**config.mk**
```make
export PLATFORM = sky130hd
export DESIGN_NAME = uncachedReader
export DESIGN_NICKNAME = d
export VERILOG_FILES = /design/src/hdl/fetchPkg.sv /design/src/hdl/uncachedReader.sv
export SDC_FILE = /design/constraint.sdc
export NUM_CORES = 1
export LEC_CHECK = 0
export ABC_AREA = 1
export ABC_CLOCK_PERIOD_IN_PS = 2000
export BUFFER_PORTS_ARGS = -buffer_cell sky130_fd_sc_hd__buf_2
export CORE_MARGIN = 2
export CORE_UTILIZATION = 30
export CTS_BUF_LIST = sky130_fd_sc_hd__clkbuf_8
export DETAILED_ROUTE_END_ITERATION = 7
export GPL_TIMING_DRIVEN = 0
export SYNTH_ARGS = -nofsm -noshare
export SYNTH_HDL_FRONTEND = slang
export SYNTH_SLANG_ARGS = --single-unit
```
**constraint.sdc**
```tcl
create_clock -name clk -period 2 [get_ports clk]
set_input_delay 0.3 -clock clk [delete_from_list [all_inputs] [get_ports clk]]
set_output_delay 0.3 -clock clk [all_outputs]
set_load 0.05 [all_outputs]
```
**src/hdl/fetchPkg.sv**
```systemverilog
package fetchPkg;

  // address and data geometry
  localparam int AddrWidth = 32;
  localparam int XLen = 64;
  localparam int OffsetBits = 5;
  localparam int IndexBits = 6;
  localparam int TagBits = 21;
  localparam int NumSets = 64;
  localparam int LineBeats = 4;
  localparam int NumWays = 2;

  // byte offset inside one 64-bit word
  localparam int WordBits = 3;
  localparam int BeatBits = OffsetBits - WordBits;
  localparam int LineBits = LineBeats * XLen;

  // memory side flow control
  localparam int MemCredits = 2;
  localparam int CreditBits = $clog2(MemCredits + 1);

  // victim LFSR start value, must be nonzero
  localparam logic [15:0] LfsrSeed = 16'hACE1;

  typedef enum logic {
    BusReadLine,
    BusReadWord
  } busOpE;

  typedef enum logic {
    PeerIcache,
    PeerUncached
  } peerIdE;

  typedef struct packed {
    logic [AddrWidth-1:0] addr;
  } coreReqT;

  typedef struct packed {
    logic [XLen-1:0] data;
  } coreRespT;

  typedef struct packed {
    logic [AddrWidth-1:0] addr;
    busOpE                op;
    peerIdE               id;
  } memReqT;

  typedef struct packed {
    logic [XLen-1:0] data;
    peerIdE          id;
    logic            last;
  } memRespT;

  typedef enum logic [2:0] {
    CsIdle,
    CsCompare,
    CsMiss,
    CsRefill,
    CsReplace
  } cacheStateE;

endpackage

```
**src/hdl/uncachedReader.sv**
```systemverilog
`timescale 1ns/10ps

module uncachedReader
  import fetchPkg::*;
(
  input  logic     clk,
  input  logic     rst_n,
  input  logic     reqValid_i,
  input  coreReqT  req_i,
  output logic     reqReady_o,
  output logic     respValid_o,
  output coreRespT resp_o,
  output logic     busReqValid_o,
  output memReqT   busReq_o,
  input  logic     busGrant_i,
  input  logic     busRespValid_i,
  input  memRespT  busResp_i
);

  typedef enum logic {
    UrIdle,
    UrWait
  } readerStateE;

  readerStateE state;
  logic reqSent;
  logic [AddrWidth-1:0] addrQ;

  assign reqReady_o = (state == UrIdle);

  // request stays up until the arbiter takes it
  assign busReqValid_o = (state == UrWait) && !reqSent;
  assign busReq_o = '{addr: addrQ, op: BusReadWord, id: PeerUncached};

  always_ff @(posedge clk or negedge rst_n) begin
    if (!rst_n) begin
      state <= UrIdle;
      reqSent <= 1'b0;
      respValid_o <= 1'b0;
    end else begin
      respValid_o <= 1'b0;
      if (reqValid_i && reqReady_o) begin
        state <= UrWait;
        reqSent <= 1'b0;
      end else if (state == UrWait) begin
        if (busGrant_i) begin
          reqSent <= 1'b1;
        end
        // single beat closes the transaction
        if (busRespValid_i) begin
          state <= UrIdle;
          respValid_o <= 1'b1;
        end
      end
    end
  end

  always_ff @(posedge clk) begin
    if (reqValid_i && reqReady_o) begin
      addrQ <= {req_i.addr[AddrWidth-1:WordBits], {WordBits{1'b0}}};
    end
    if (busRespValid_i) begin
      resp_o.data <= busResp_i.data;
    end
  end

endmodule

```
# ---- Word level (Yosys, flattened, before mapping)
# Cells that the tools add are included.
dict set report classes {
  muxes 9
  bitwise_logic 1
  n_reduce_logical 6
}
# operator n
set ops {}
lappend ops {{$mux 1} 9}
lappend ops {{$reduce_bool 2->1} 2}
lappend ops {{$logic_and 1x1->1} 2}
lappend ops {{$reduce_and 2->1} 1}
lappend ops {{$logic_not 1->1} 1}
lappend ops {{$not 1->1} 1}
dict set report totals {
  reg_bits 96
  in_bits 103
  word_cells 21
}

# ---- Logic depth before layout (Yosys ltp)
dict set report logic_depth {
  word_depth 4
  ltp_mapped 4
}

# ---- Worst setup path before layout
# OpenSTA, ideal clock, no wires.
dict set report synth_path {
  path_kind {register to register}
  start {register state}
  end {register addrQ[10], enable pin}
  arrival_time_ns 1.285
  required_ns 1.616
  period_less_slack_ns 1.669
  n_path_buf 0
  slack_ns 0.331
  path_stages_with_launch 4
  path_cell_list {dfrtp_1 > inv_2 > nand2_2 > inv_1}
}
dict set report synth_via {
  elab_chain_cells 2
}
# element line_no
set synth_lines {}
lappend synth_lines {{start: declaration} uncachedReader.sv:25} ;# readerStateE state;
lappend synth_lines {{start signal: assignment} uncachedReader.sv:37} ;# state <= UrIdle;
lappend synth_lines {{start signal: assignment} uncachedReader.sv:43} ;# state <= UrWait;
lappend synth_lines {{start signal: assignment} uncachedReader.sv:51} ;# state <= UrIdle;
lappend synth_lines {{$not 1->1} uncachedReader.sv:29} ;# assign reqReady_o = (state == UrIdle);
lappend synth_lines {{net reqReady_o} uncachedReader.sv:10} ;# output logic reqReady_o,
lappend synth_lines {{$logic_and 1x1->1} uncachedReader.sv:59} ;# if (reqValid_i && reqReady_o) begin
lappend synth_lines {{end signal: assignment} uncachedReader.sv:60} ;# addrQ <= {req_i.addr[AddrWidth-1:WordBits], {WordBits{1'b0}}};
lappend synth_lines {{end: declaration} uncachedReader.sv:27} ;# logic [AddrWidth-1:0] addrQ;
# The timed path passes the listed nets, and every way through them passes these cells.
# A chain may end at the register's enable or synchronous reset.

# ---- Worst setup path in the final report
dict set report layout_path {
  start {register state}
  end {register addrQ[18], enable pin}
}
dict set report layout_via {
  elab_chain_cells 2
}
# element line_no
set layout_lines {}
lappend layout_lines {{$not 1->1} uncachedReader.sv:29}
lappend layout_lines {{$logic_and 1x1->1} uncachedReader.sv:59}
# Every way passes these cells.

==> results by group <==
Setup path
  • Critical setup path kind: register to register
  • R2r worst-path depth: 3
  • R2R Path Start: state
  • R2r setup slk: 320 ps
  • Element type at the critical path end: register
  • CP arrival: 1660 ps
  • Critical-path maximum fanout: 29
  • R2r endpoint: addrQ[18]
  • Startpoint Class: register
  • Req. time, crit path: 1970 ps

Power and ir drop
  • Clock share of power: 29.2%
  • Leakage power: 1.89 nW
  • VDD IR max: 0.000595 V
  • Reg power frac: 52.0%
  • P_sw: 1.39 mW
  • Comb power frac: 18.8%
  • PD cells: 1080 mW/mm²
  • Cell Int Power: 3.27 mW
  • Sw Ratio: 29.8%

Die
  • Starting Density: 30.5%
  • Core Rows: 36
  • Core box area: 0.00968 mm²
  • Die Wd: 103 µm
  • Top Ports: 204
  • Die H: 103 µm
  • Die area: 0.0107 mm²

Clocking
  • Total CTS buffers: 9
  • Clk buf depth: 2
  • Count of hold-fix buffers inserted at cts: 1
  • Post-CTS setup buffer count: 0
  • Root Driver: clkbuf_8
  • CTS Sinks: 96
  • H-tree levels: 3
  • Worst-Skew Late Latency: 360 ps
  • Post-CTS sizing: 0
  • CTS tree: yes
  • Clock transition at path regs: 100 ps

Placement
  • Dpl hpwl: 4860 µm
  • Port bufs: 193
  • RD Place Congestion: 0.734
  • Post-Place Worst Slack: 143 ps

Yosys
  • Synth unique cells: 10
  • Synthesis Warnings: 0
  • Sequential share of the synthesized area: 97.1%
  • Synthesized instance count: 113
  • Mapped Avg Cell Area: 26.1 µm²
  • Mapped cell area: 0.00295 mm²
  • Seq cells post-synth: 96

Global route
  • Vias in the first global route: 1843
  • Initial antenna violation count: 0
  • GRT Residual Overflow: 0
  • Total GRT Usage: 11.9%
  • Largest net degree at the start of global routing: 67
  • Wire length of the first global-routing pass: 8890 µm

Finish
  • Antenna cell count: 0
  • Final #Nets: 424
  • Area Overhead vs Synth: 46.5%
  • Ratio of cells with drive above 1 in the final layout: 66.0%

Timing
  • Final setup vio count: 0
  • Setup TNS: 0 ps
  • Final worst-path cycle share: 84.2%
  • Layout Skew: 17.0 ps
  • Max Slew Vio Count: 0
  • RSZ-0062 raised after global routing: no
  • Setup ws final: 315 ps
  • Max Clock Freq: 0.594 GHz
  • Max_slew headroom: 32.0%
  • Worst Tran Pin Value: 1020 ps
  • Post-layout min period: 1680 ps
  • Hold Violations, Final: 0

Flow run
  • Max-Cap Viols: 0

Drt
  • First-pass DRT Iterations: 4
  • DRT antenna net count: 0
  • DRC: 0
  • Via count: 1793
  • Drt via density: 3.91
  • Iteration-0 DRC count of the detailed router: 53
  • WL final: 6330 µm
  • Routed len/inst: 13.8 µm

Min path
  • HP Class: input pin to register
  • Hold_sp: busResp_i[17]
  • Hold Path Stages: 1
  • Hold Crit Endpoint: resp_o[15]

Run status
  • Status: complete, no violations
## kinds of logic after synthesis
logic type	synth area share, %
AO/OA/AOI/OAI	0.169
other	0.254
AND/OR/NAND/NOR	0.847
flip-flops	97.1
buffers and inverters	1.65
## sequential cells by signal, indices dropped and copies added, names as in the netlist
register and count:
resp_o 64, addrQ 29, reqSent 1, respValid_o 1
state 1
## power groups by stage
stage | clock network, mW | registers [mW] | logic [mW]
6_report | 1.36 | 2.42 | 0.875
5_1_grt | 1.48 | 2.45 | 0.918
4_1_cts | 1.42 | 2.43 | 0.885
3_5_place_dp | 0 | 2.47 | 0.883
3_3_place_gp | 0 | 2.47 | 0.879
2_1_floorplan | 0 | 3.00 | 0.0814
## through the flow
stage          power, mW  hold WS [ps]  std cells  util, %  instance area, µm²
2_1_floorplan       3.08          4.41        116        -                2970
3_3_place_gp        3.34          96.4        442     42.3                4100
3_5_place_dp        3.35           102        442     42.3                4100
4_1_cts             4.73          77.7        459     44.7                4330
5_1_grt             4.85          75.4        459     44.7                4330
6_report            4.66           103        459     44.7                4330
## final cells by class
| class | count | area (µm²) |
|---|---|---|
| Clock buffer | 9 | 124 |
| Inverter | 3 | 11.3 |
| Buffer | 5 | 37.5 |
| Fill cell | 888 | 5360 |
| Tap cell | 133 | 166 |
| Multi-Input combinational cell | 12 | 48.8 |
| Timing Repair Buffer | 194 | 978 |
| Clock inverter | 7 | 95.1 |
| Sequential cell | 96 | 2870 |
## worst max-delay path, stage by stage (launching register included)
cell,delay (ps)
dfrtp_1,410
inv_2,90
nand2_2,60
inv_1,730
## synth_stat cells
master / number / area [µm²]
buf_4: 5 / 37.5
conb_1: 2 / 7.51
dfrtp_1: 3 / 75.1
edfxtp_1: 93 / 2790
inv_1: 2 / 7.51
inv_2: 1 / 3.75
nand2_1: 4 / 15.0
nand2_2: 1 / 6.26
nor2_1: 1 / 3.75
o21ai_0: 1 / 5.00
## worst max path at each step
stage	endpoint	from	slack (ps)
finish	addrQ[18]	state	320
global route	addrQ[18]	state	70
CTS	addrQ[18]	state	280
detailed placement	state	busRespValid_i	140
global placement	state	busRespValid_i	240
floorplan	addrQ[10]	state	330
## cells in the final DEF, fill, tap and decap left out, types with 2 or more instances in the layout
cell       netlist  routed
conb_1           2       5
buf_4            5       6
buf_2            0     192
inv_1            2       3
clkbuf_8         0       9
edfxtp_1        93      93
dfrtp_1          3       3
nand2_1          4       4
bufinv_16        0       2
clkinv_4         0       2
## layer usage
metal / share of wire (%) / global-route usage, % / up-vias
met5: 0 / 0 / -
met4: 1.8 / 6.07 / 0
met3: 15 / 7.73 / 11
met2: 50 / 18.9 / 126
met1: 33 / 12.0 / 817
li1: - / - / 839
Power figures use the tool's default switching activity.
