`src/hdl/fetchPkg.sv`:
```
package fetchPkg;

  // address and data geometry
  localparam int AddrWidth = 32;
  localparam int XLen = 64;
  localparam int OffsetBits = 5;
  localparam int IndexBits = 6;
  localparam int TagBits = 21;
  localparam int NumSets = 64;
  localparam int LineBeats = 4;
  localparam int NumWays = 2;

  // byte offset inside one 64-bit word
  localparam int WordBits = 3;
  localparam int BeatBits = OffsetBits - WordBits;
  localparam int LineBits = LineBeats * XLen;

  // memory side flow control
  localparam int MemCredits = 2;
  localparam int CreditBits = $clog2(MemCredits + 1);

  // victim LFSR start value, must be nonzero
  localparam logic [15:0] LfsrSeed = 16'hACE1;

  typedef enum logic {
    BusReadLine,
    BusReadWord
  } busOpE;

  typedef enum logic {
    PeerIcache,
    PeerUncached
  } peerIdE;

  typedef struct packed {
    logic [AddrWidth-1:0] addr;
  } coreReqT;

  typedef struct packed {
    logic [XLen-1:0] data;
  } coreRespT;

  typedef struct packed {
    logic [AddrWidth-1:0] addr;
    busOpE                op;
    peerIdE               id;
  } memReqT;

  typedef struct packed {
    logic [XLen-1:0] data;
    peerIdE          id;
    logic            last;
  } memRespT;

  typedef enum logic [2:0] {
    CsIdle,
    CsCompare,
    CsMiss,
    CsRefill,
    CsReplace
  } cacheStateE;

endpackage

```
`src/hdl/memBusArbiter.sv`:
```
`timescale 1ns/10ps

module memBusArbiter
  import fetchPkg::*;
(
  input  logic    clk,
  input  logic    rst_n,
  input  logic    icReqValid_i,
  input  memReqT  icReq_i,
  output logic    icGrant_o,
  output logic    icRespValid_o,
  output memRespT icResp_o,
  input  logic    ucReqValid_i,
  input  memReqT  ucReq_i,
  output logic    ucGrant_o,
  output logic    ucRespValid_o,
  output memRespT ucResp_o,
  output logic    memReqValid_o,
  output memReqT  memReq_o,
  input  logic    memCredit_i,
  input  logic    memRespValid_i,
  input  memRespT memResp_i
);

  // peer that wins a tie in the next cycle
  peerIdE prio;
  logic [CreditBits-1:0] credits;
  logic canIssue;

  assign canIssue = (credits != '0);

  assign icGrant_o = canIssue && icReqValid_i && (!ucReqValid_i || (prio == PeerIcache));
  assign ucGrant_o = canIssue && ucReqValid_i && (!icReqValid_i || (prio == PeerUncached));

  assign memReqValid_o = icGrant_o || ucGrant_o;
  assign memReq_o = icGrant_o ? icReq_i : ucReq_i;

  // return beats steered by id
  assign icRespValid_o = memRespValid_i && (memResp_i.id == PeerIcache);
  assign ucRespValid_o = memRespValid_i && (memResp_i.id == PeerUncached);
  assign icResp_o = memResp_i;
  assign ucResp_o = memResp_i;

  always_ff @(posedge clk or negedge rst_n) begin
    if (!rst_n) begin
      prio <= PeerIcache;
    end else if (memReqValid_o) begin
      // the loser of this grant goes first next time
      prio <= icGrant_o ? PeerUncached : PeerIcache;
    end
  end

  // issue takes a credit, a returned credit gives one back
  always_ff @(posedge clk or negedge rst_n) begin
    if (!rst_n) begin
      credits <= CreditBits'(MemCredits);
    end else begin
      unique case ({memReqValid_o, memCredit_i})
        2'b10: begin
          credits <= credits - 1'b1;
        end
        2'b01: begin
          credits <= credits + 1'b1;
        end
        default: begin
          credits <= credits;
        end
      endcase
    end
  end

endmodule

```
`config.mk`:
```
export PLATFORM = sky130hd
export DESIGN_NAME = memBusArbiter
export DESIGN_NICKNAME = d
export VERILOG_FILES = /design/src/hdl/fetchPkg.sv /design/src/hdl/memBusArbiter.sv
export SDC_FILE = /design/constraint.sdc
export NUM_CORES = 1
export LEC_CHECK = 0
export ABC_AREA = 1
export ABC_CLOCK_PERIOD_IN_PS = 2000
export CAP_MARGIN = 30
export CORE_AREA = 2 2 119 121
export DETAILED_ROUTE_END_ITERATION = 7
export DIE_AREA = 0 0 121 123
export DONT_BUFFER_PORTS = 1
export SYNTH_ARGS = -nofsm -noshare
export SYNTH_HDL_FRONTEND = slang
export SYNTH_SLANG_ARGS = --single-unit
```
`constraint.sdc`:
```
create_clock -name clk -period 2 [get_ports clk]
set_input_delay 0.1 -clock clk [delete_from_list [all_inputs] [get_ports clk]]
set_output_delay 0.1 -clock clk [all_outputs]
set_load 0.01 [all_outputs]
```
* Word-level counts from Yosys, hierarchy flattened
Cells that the tools add are included.
** Cells by class
- Multiplexer cells :: 3
- Reductions and logical operators :: 13
- Equal/unequal tests :: 2
- Add/sub/neg operators :: 2
- Bitwise operators :: 2
** Operator list (count)
- 34-bit 2-to-1 mux :: 1
- 1-bit logical AND :: 6
- 2-bit case mux with 2 select lines :: 1
- 2-bit nonzero test :: 2
- 1-bit logical OR :: 3
- 2-bit by 1-bit adder with 2-bit output (second input constant) :: 1
- 2-bit by 1-bit equality test with 1-bit output (second input constant) :: 1
- 2-bit equality test (second input constant) :: 1
- 1-bit zero test :: 2
- 1-bit inverter :: 2
- 2-bit by 1-bit subtractor with 2-bit output (second input constant) :: 1
- 1-bit 2-to-1 mux :: 1
** Storage, ports and cells
- Bits in registers :: 3
- Word-level logic and storage cells :: 24
- Output and inout bits :: 171

* Logic depth before layout (Yosys ltp)
- Word-level depth :: 6
- Depth in mapped cells :: 9

* Worst setup path before layout
Ideal clock, no wire load.
- Path kind :: register to register
- Start :: register credits[1]
- End :: register credits[1]
- Path slack :: 553 ps
- Clock period less this slack :: 1447 ps
- Arrival time :: 1372 ps
- Cell stages (with the launch flop) :: 9
- Buffers on the path :: 0
- Path through :: dfstp_2 -> inv_1 -> nand2_4 -> o21ai_0 -> ha_1 -> inv_1 -> nand3_1 -> nand2_1 -> nand2_1
** On the way
- Word-level cells in the longest chain between the ends :: 6
- Elaborated cells on any way between the ends :: 12
** Ends and longest elaborated chain
- from (decl) :: line memBusArbiter.sv:27 : logic [CreditBits-1:0] credits;
- from (signal assigned) :: line memBusArbiter.sv:56 : credits <= CreditBits'(MemCredits);
- from (signal assigned) :: line memBusArbiter.sv:60 : credits <= credits - 1'b1;
- from (signal assigned) :: line memBusArbiter.sv:63 : credits <= credits + 1'b1;
- 2-bit nonzero test :: line memBusArbiter.sv:30 : assign canIssue = (credits != '0);
- 1-bit logical AND (on tied branches) (2 in series) :: line memBusArbiter.sv:32, memBusArbiter.sv:33
- 1-bit logical OR :: line memBusArbiter.sv:35 : assign memReqValid_o = icGrant_o || ucGrant_o;
- 2-bit by 1-bit equality test with 1-bit output / 2-bit equality test (equally long branches) :: line memBusArbiter.sv:58 : unique case ({memReqValid_o, memCredit_i})
- 2-bit case mux with 2 select lines / 2-bit nonzero test (equally long branches)
Several ways; a longest one is shown, not always the timed one.
A chain may end at the register's enable or synchronous reset.

==> flow_metrics.tcl <==
set metrics [dict create \
    status "finished clean" \
    post_cts.repair.setup_buffers 0 \
    worstMarginPinSlew_ns 0.4667 \
    final_cells 321 \
    drive_gt1_frac 0.07801 \
    r2r_start "credits[1]" \
    clkTransAtPathRegs_ns 0.03 \
    grt_use_met3 0.03598 \
    synth_area_leaders "buf_4 56%, nand2_1 16%, nand4_1 12%" \
    rsz0062_at_grt "yes" \
    die_w_um 121 \
    portBuffers 0 \
    power.share.sequential 0.101 \
    switching_share 0.5589 \
    vias 1115 \
    h-tree-depth 1 \
    place_congestion 0.6043 \
    fp.coreArea_um2 13610 \
    dp_cells 316 \
    synthDominantCellAreaShare 0.5648 \
    use_met1 0.05953 \
    clock-skew-final_ns 0.001973 \
    cts_buffers 3 \
    syn_inst 278 \
    avgSynthCellArea_um2 6.360 \
    clk_root_buffer_cell "clkbuf_16" \
    clock-sinks 3 \
    min-delay-start "memCredit_i" \
    p_sw_uw 730.7 \
    setup_ws_ns 0.1373 \
    area.growth.synth_to_final_pct -41.76 \
    hold_violations 0 \
    r2r_setup_slack_ns 0.28 \
    fin_crit_ns 1.863 \
    max_freq_ghz 0.5369 \
    drt_pre_antenna_iters 4 \
    hold_depth 2 \
    die_h_um 123 \
    ir_drop_mv 0.3625 \
    pin_count 311 \
    wl_per_cell_um 15.62 \
    yosysSeqAreaShare 0.04317 \
    arrival_ns 1.76 \
    start_kind "flip-flop" \
    p_leak_nw 0.4840 \
    cts_resized 0 \
    slew_violations 0 \
    drv_cap 0 \
    endpoint_kind "output port" \
    grt_overflow_total 0 \
    setup_viol 0 \
    cp_max_fo 36 \
    grt_usage 0.05976 \
    grt_pass1_vias 998 \
    vias_per_cell 3.474 \
    nets 283 \
    pwr-share-comb 0.655 \
    antenna_found_initial 0 \
    first_iter_violations 51 \
    place_ws_ns 0.2639 \
    synth_seq_cells 3 \
    min_path_type "primary input to flip-flop" \
    grt_use_met2 0.08216 \
    cts_tree "done" \
    initial_core_util 0.1299 \
    dieArea_um2 14880 \
    dp_hpwl_mm 3.978 \
    grt_start_max_net_pins 38 \
    synth.largest_area_cell "buf_4" \
    period_share 0.9314 \
    synth_area_um2 1768 \
    final.setup.tns_ns 0 \
    max_slew_margin 0.6889 \
    path_class "flip-flop to output port" \
    num_antenna_cells 0 \
    power_density_nw_per_um2 1270 \
    grt_pass1_wl_mm 6.299 \
    ant_nets 0 \
    final_cell_mix "75 x nand2_1, 35 x nand4_1, 8 x inv_1" \
    syn_nets 419 \
    worstRegToRegCells 8 \
    synth_warnings 0 \
    globalRoute.busiestLayer "met2" \
    holdPathEnd "credits[0]" \
    layout_commonest_cell "nand2_1" \
    timing.rr.end "credits[1]" \
    clockBufferDepth 2 \
    required_ns 1.90 \
    ys_types 18 \
    placementRows 43 \
    p_int_uw 576.7 \
    drc 0 \
    wirelength_mm 5.015 \
    pwr-share-clk 0.244 \
    clkLatencyLatePin_ns 0.22 \
]
## cell usage after synthesis, drive strengths merged
cell,instances
inv,9
nand4,35
nor2,3
buf,143
ha,1
dfstp,1
nand3,2
dfrtp,2
o21ai,2
clkbuf,2
nand2,77
xnor2,1
## per-stage QoR
step	hold WS (ns)	instance area (µm²)	power [mW]	util
after floorplan	-0.1956	1768	1.134	-
after global placement	-0.1954	940.9	0.9861	0.06912
after detailed placement	-0.1954	940.9	1.004	0.06912
after CTS	0.1232	1030	1.337	0.07565
after global routing	0.1264	1030	1.444	0.07565
final	0.1245	1030	1.307	0.07565
## metal layers
layer | up-vias | part of all wire
met3 | 52 | 0.17
met2 | 130 | 0.41
met5 | - | 0
met1 | 452 | 0.33
met4 | 0 | 0.089
li1 | 481 | -
## kinds of logic after synthesis
family | synth area share
XOR/XNOR | 0.004955
AO/OA/AOI/OAI | 0.005662
adder cells (fa/ha/maj) | 0.007076
buffers and inverters | 0.6270
AND/OR/NAND/NOR | 0.3121
flip-flops | 0.04317
## critical path, stage by stage (launching register included)
cell     delay [ns]
dfstp_2        0.52
inv_1          0.07
nand2_4        0.20
nand3_4        0.40
nand2_1        0.16
nand2_1        0.14
## how the worst max path moves through the flow
| stage | from | end | slack [ns] | cells past startpoint |
|---|---|---|---|---|
| finish | credits[1] | memReq_o[2] | 0.14 | 5 |
| detailed placement | credits[1] | credits[1] | 0.26 | 8 |
| global route | credits[1] | memReq_o[2] | -0.03 | 5 |
| floorplan | credits[1] | credits[1] | 0.55 | 8 |
| global placement | credits[1] | credits[1] | 0.32 | 8 |
| CTS | credits[1] | memReq_o[18] | 0.09 | 5 |
## cell type report
type / count / area (µm²)
fill: 1621 / 12580
multi-input combinational: 121 / 583.1
tap: 180 / 225.2
clock buffer: 4 / 78.83
sequential: 3 / 76.32
inverter: 9 / 33.78
timing repair buffer: 4 / 32.53
## power groups by stage
| stage | registers [mW] | clock network (mW) | logic (mW) |
|---|---|---|---|
| floorplan | 0.126 | 0 | 1.01 |
| global placement | 0.130 | 0 | 0.857 |
| detailed placement | 0.132 | 0 | 0.872 |
| CTS | 0.131 | 0.328 | 0.878 |
| global route | 0.137 | 0.334 | 0.973 |
| finish | 0.132 | 0.320 | 0.856 |
## sequential cells by signal, indices dropped and copies added, names as in the netlist
signal	cells
prio	1
credits	2
## repair_timing
item | 4_1_cts | 5_1_grt
hold buffers | 1 | 0
endpoints found under the hold margin | 3 | 0
endpoints found under the setup margin | 0 | 10
Note: power is estimated with default switching activity, not from simulation.
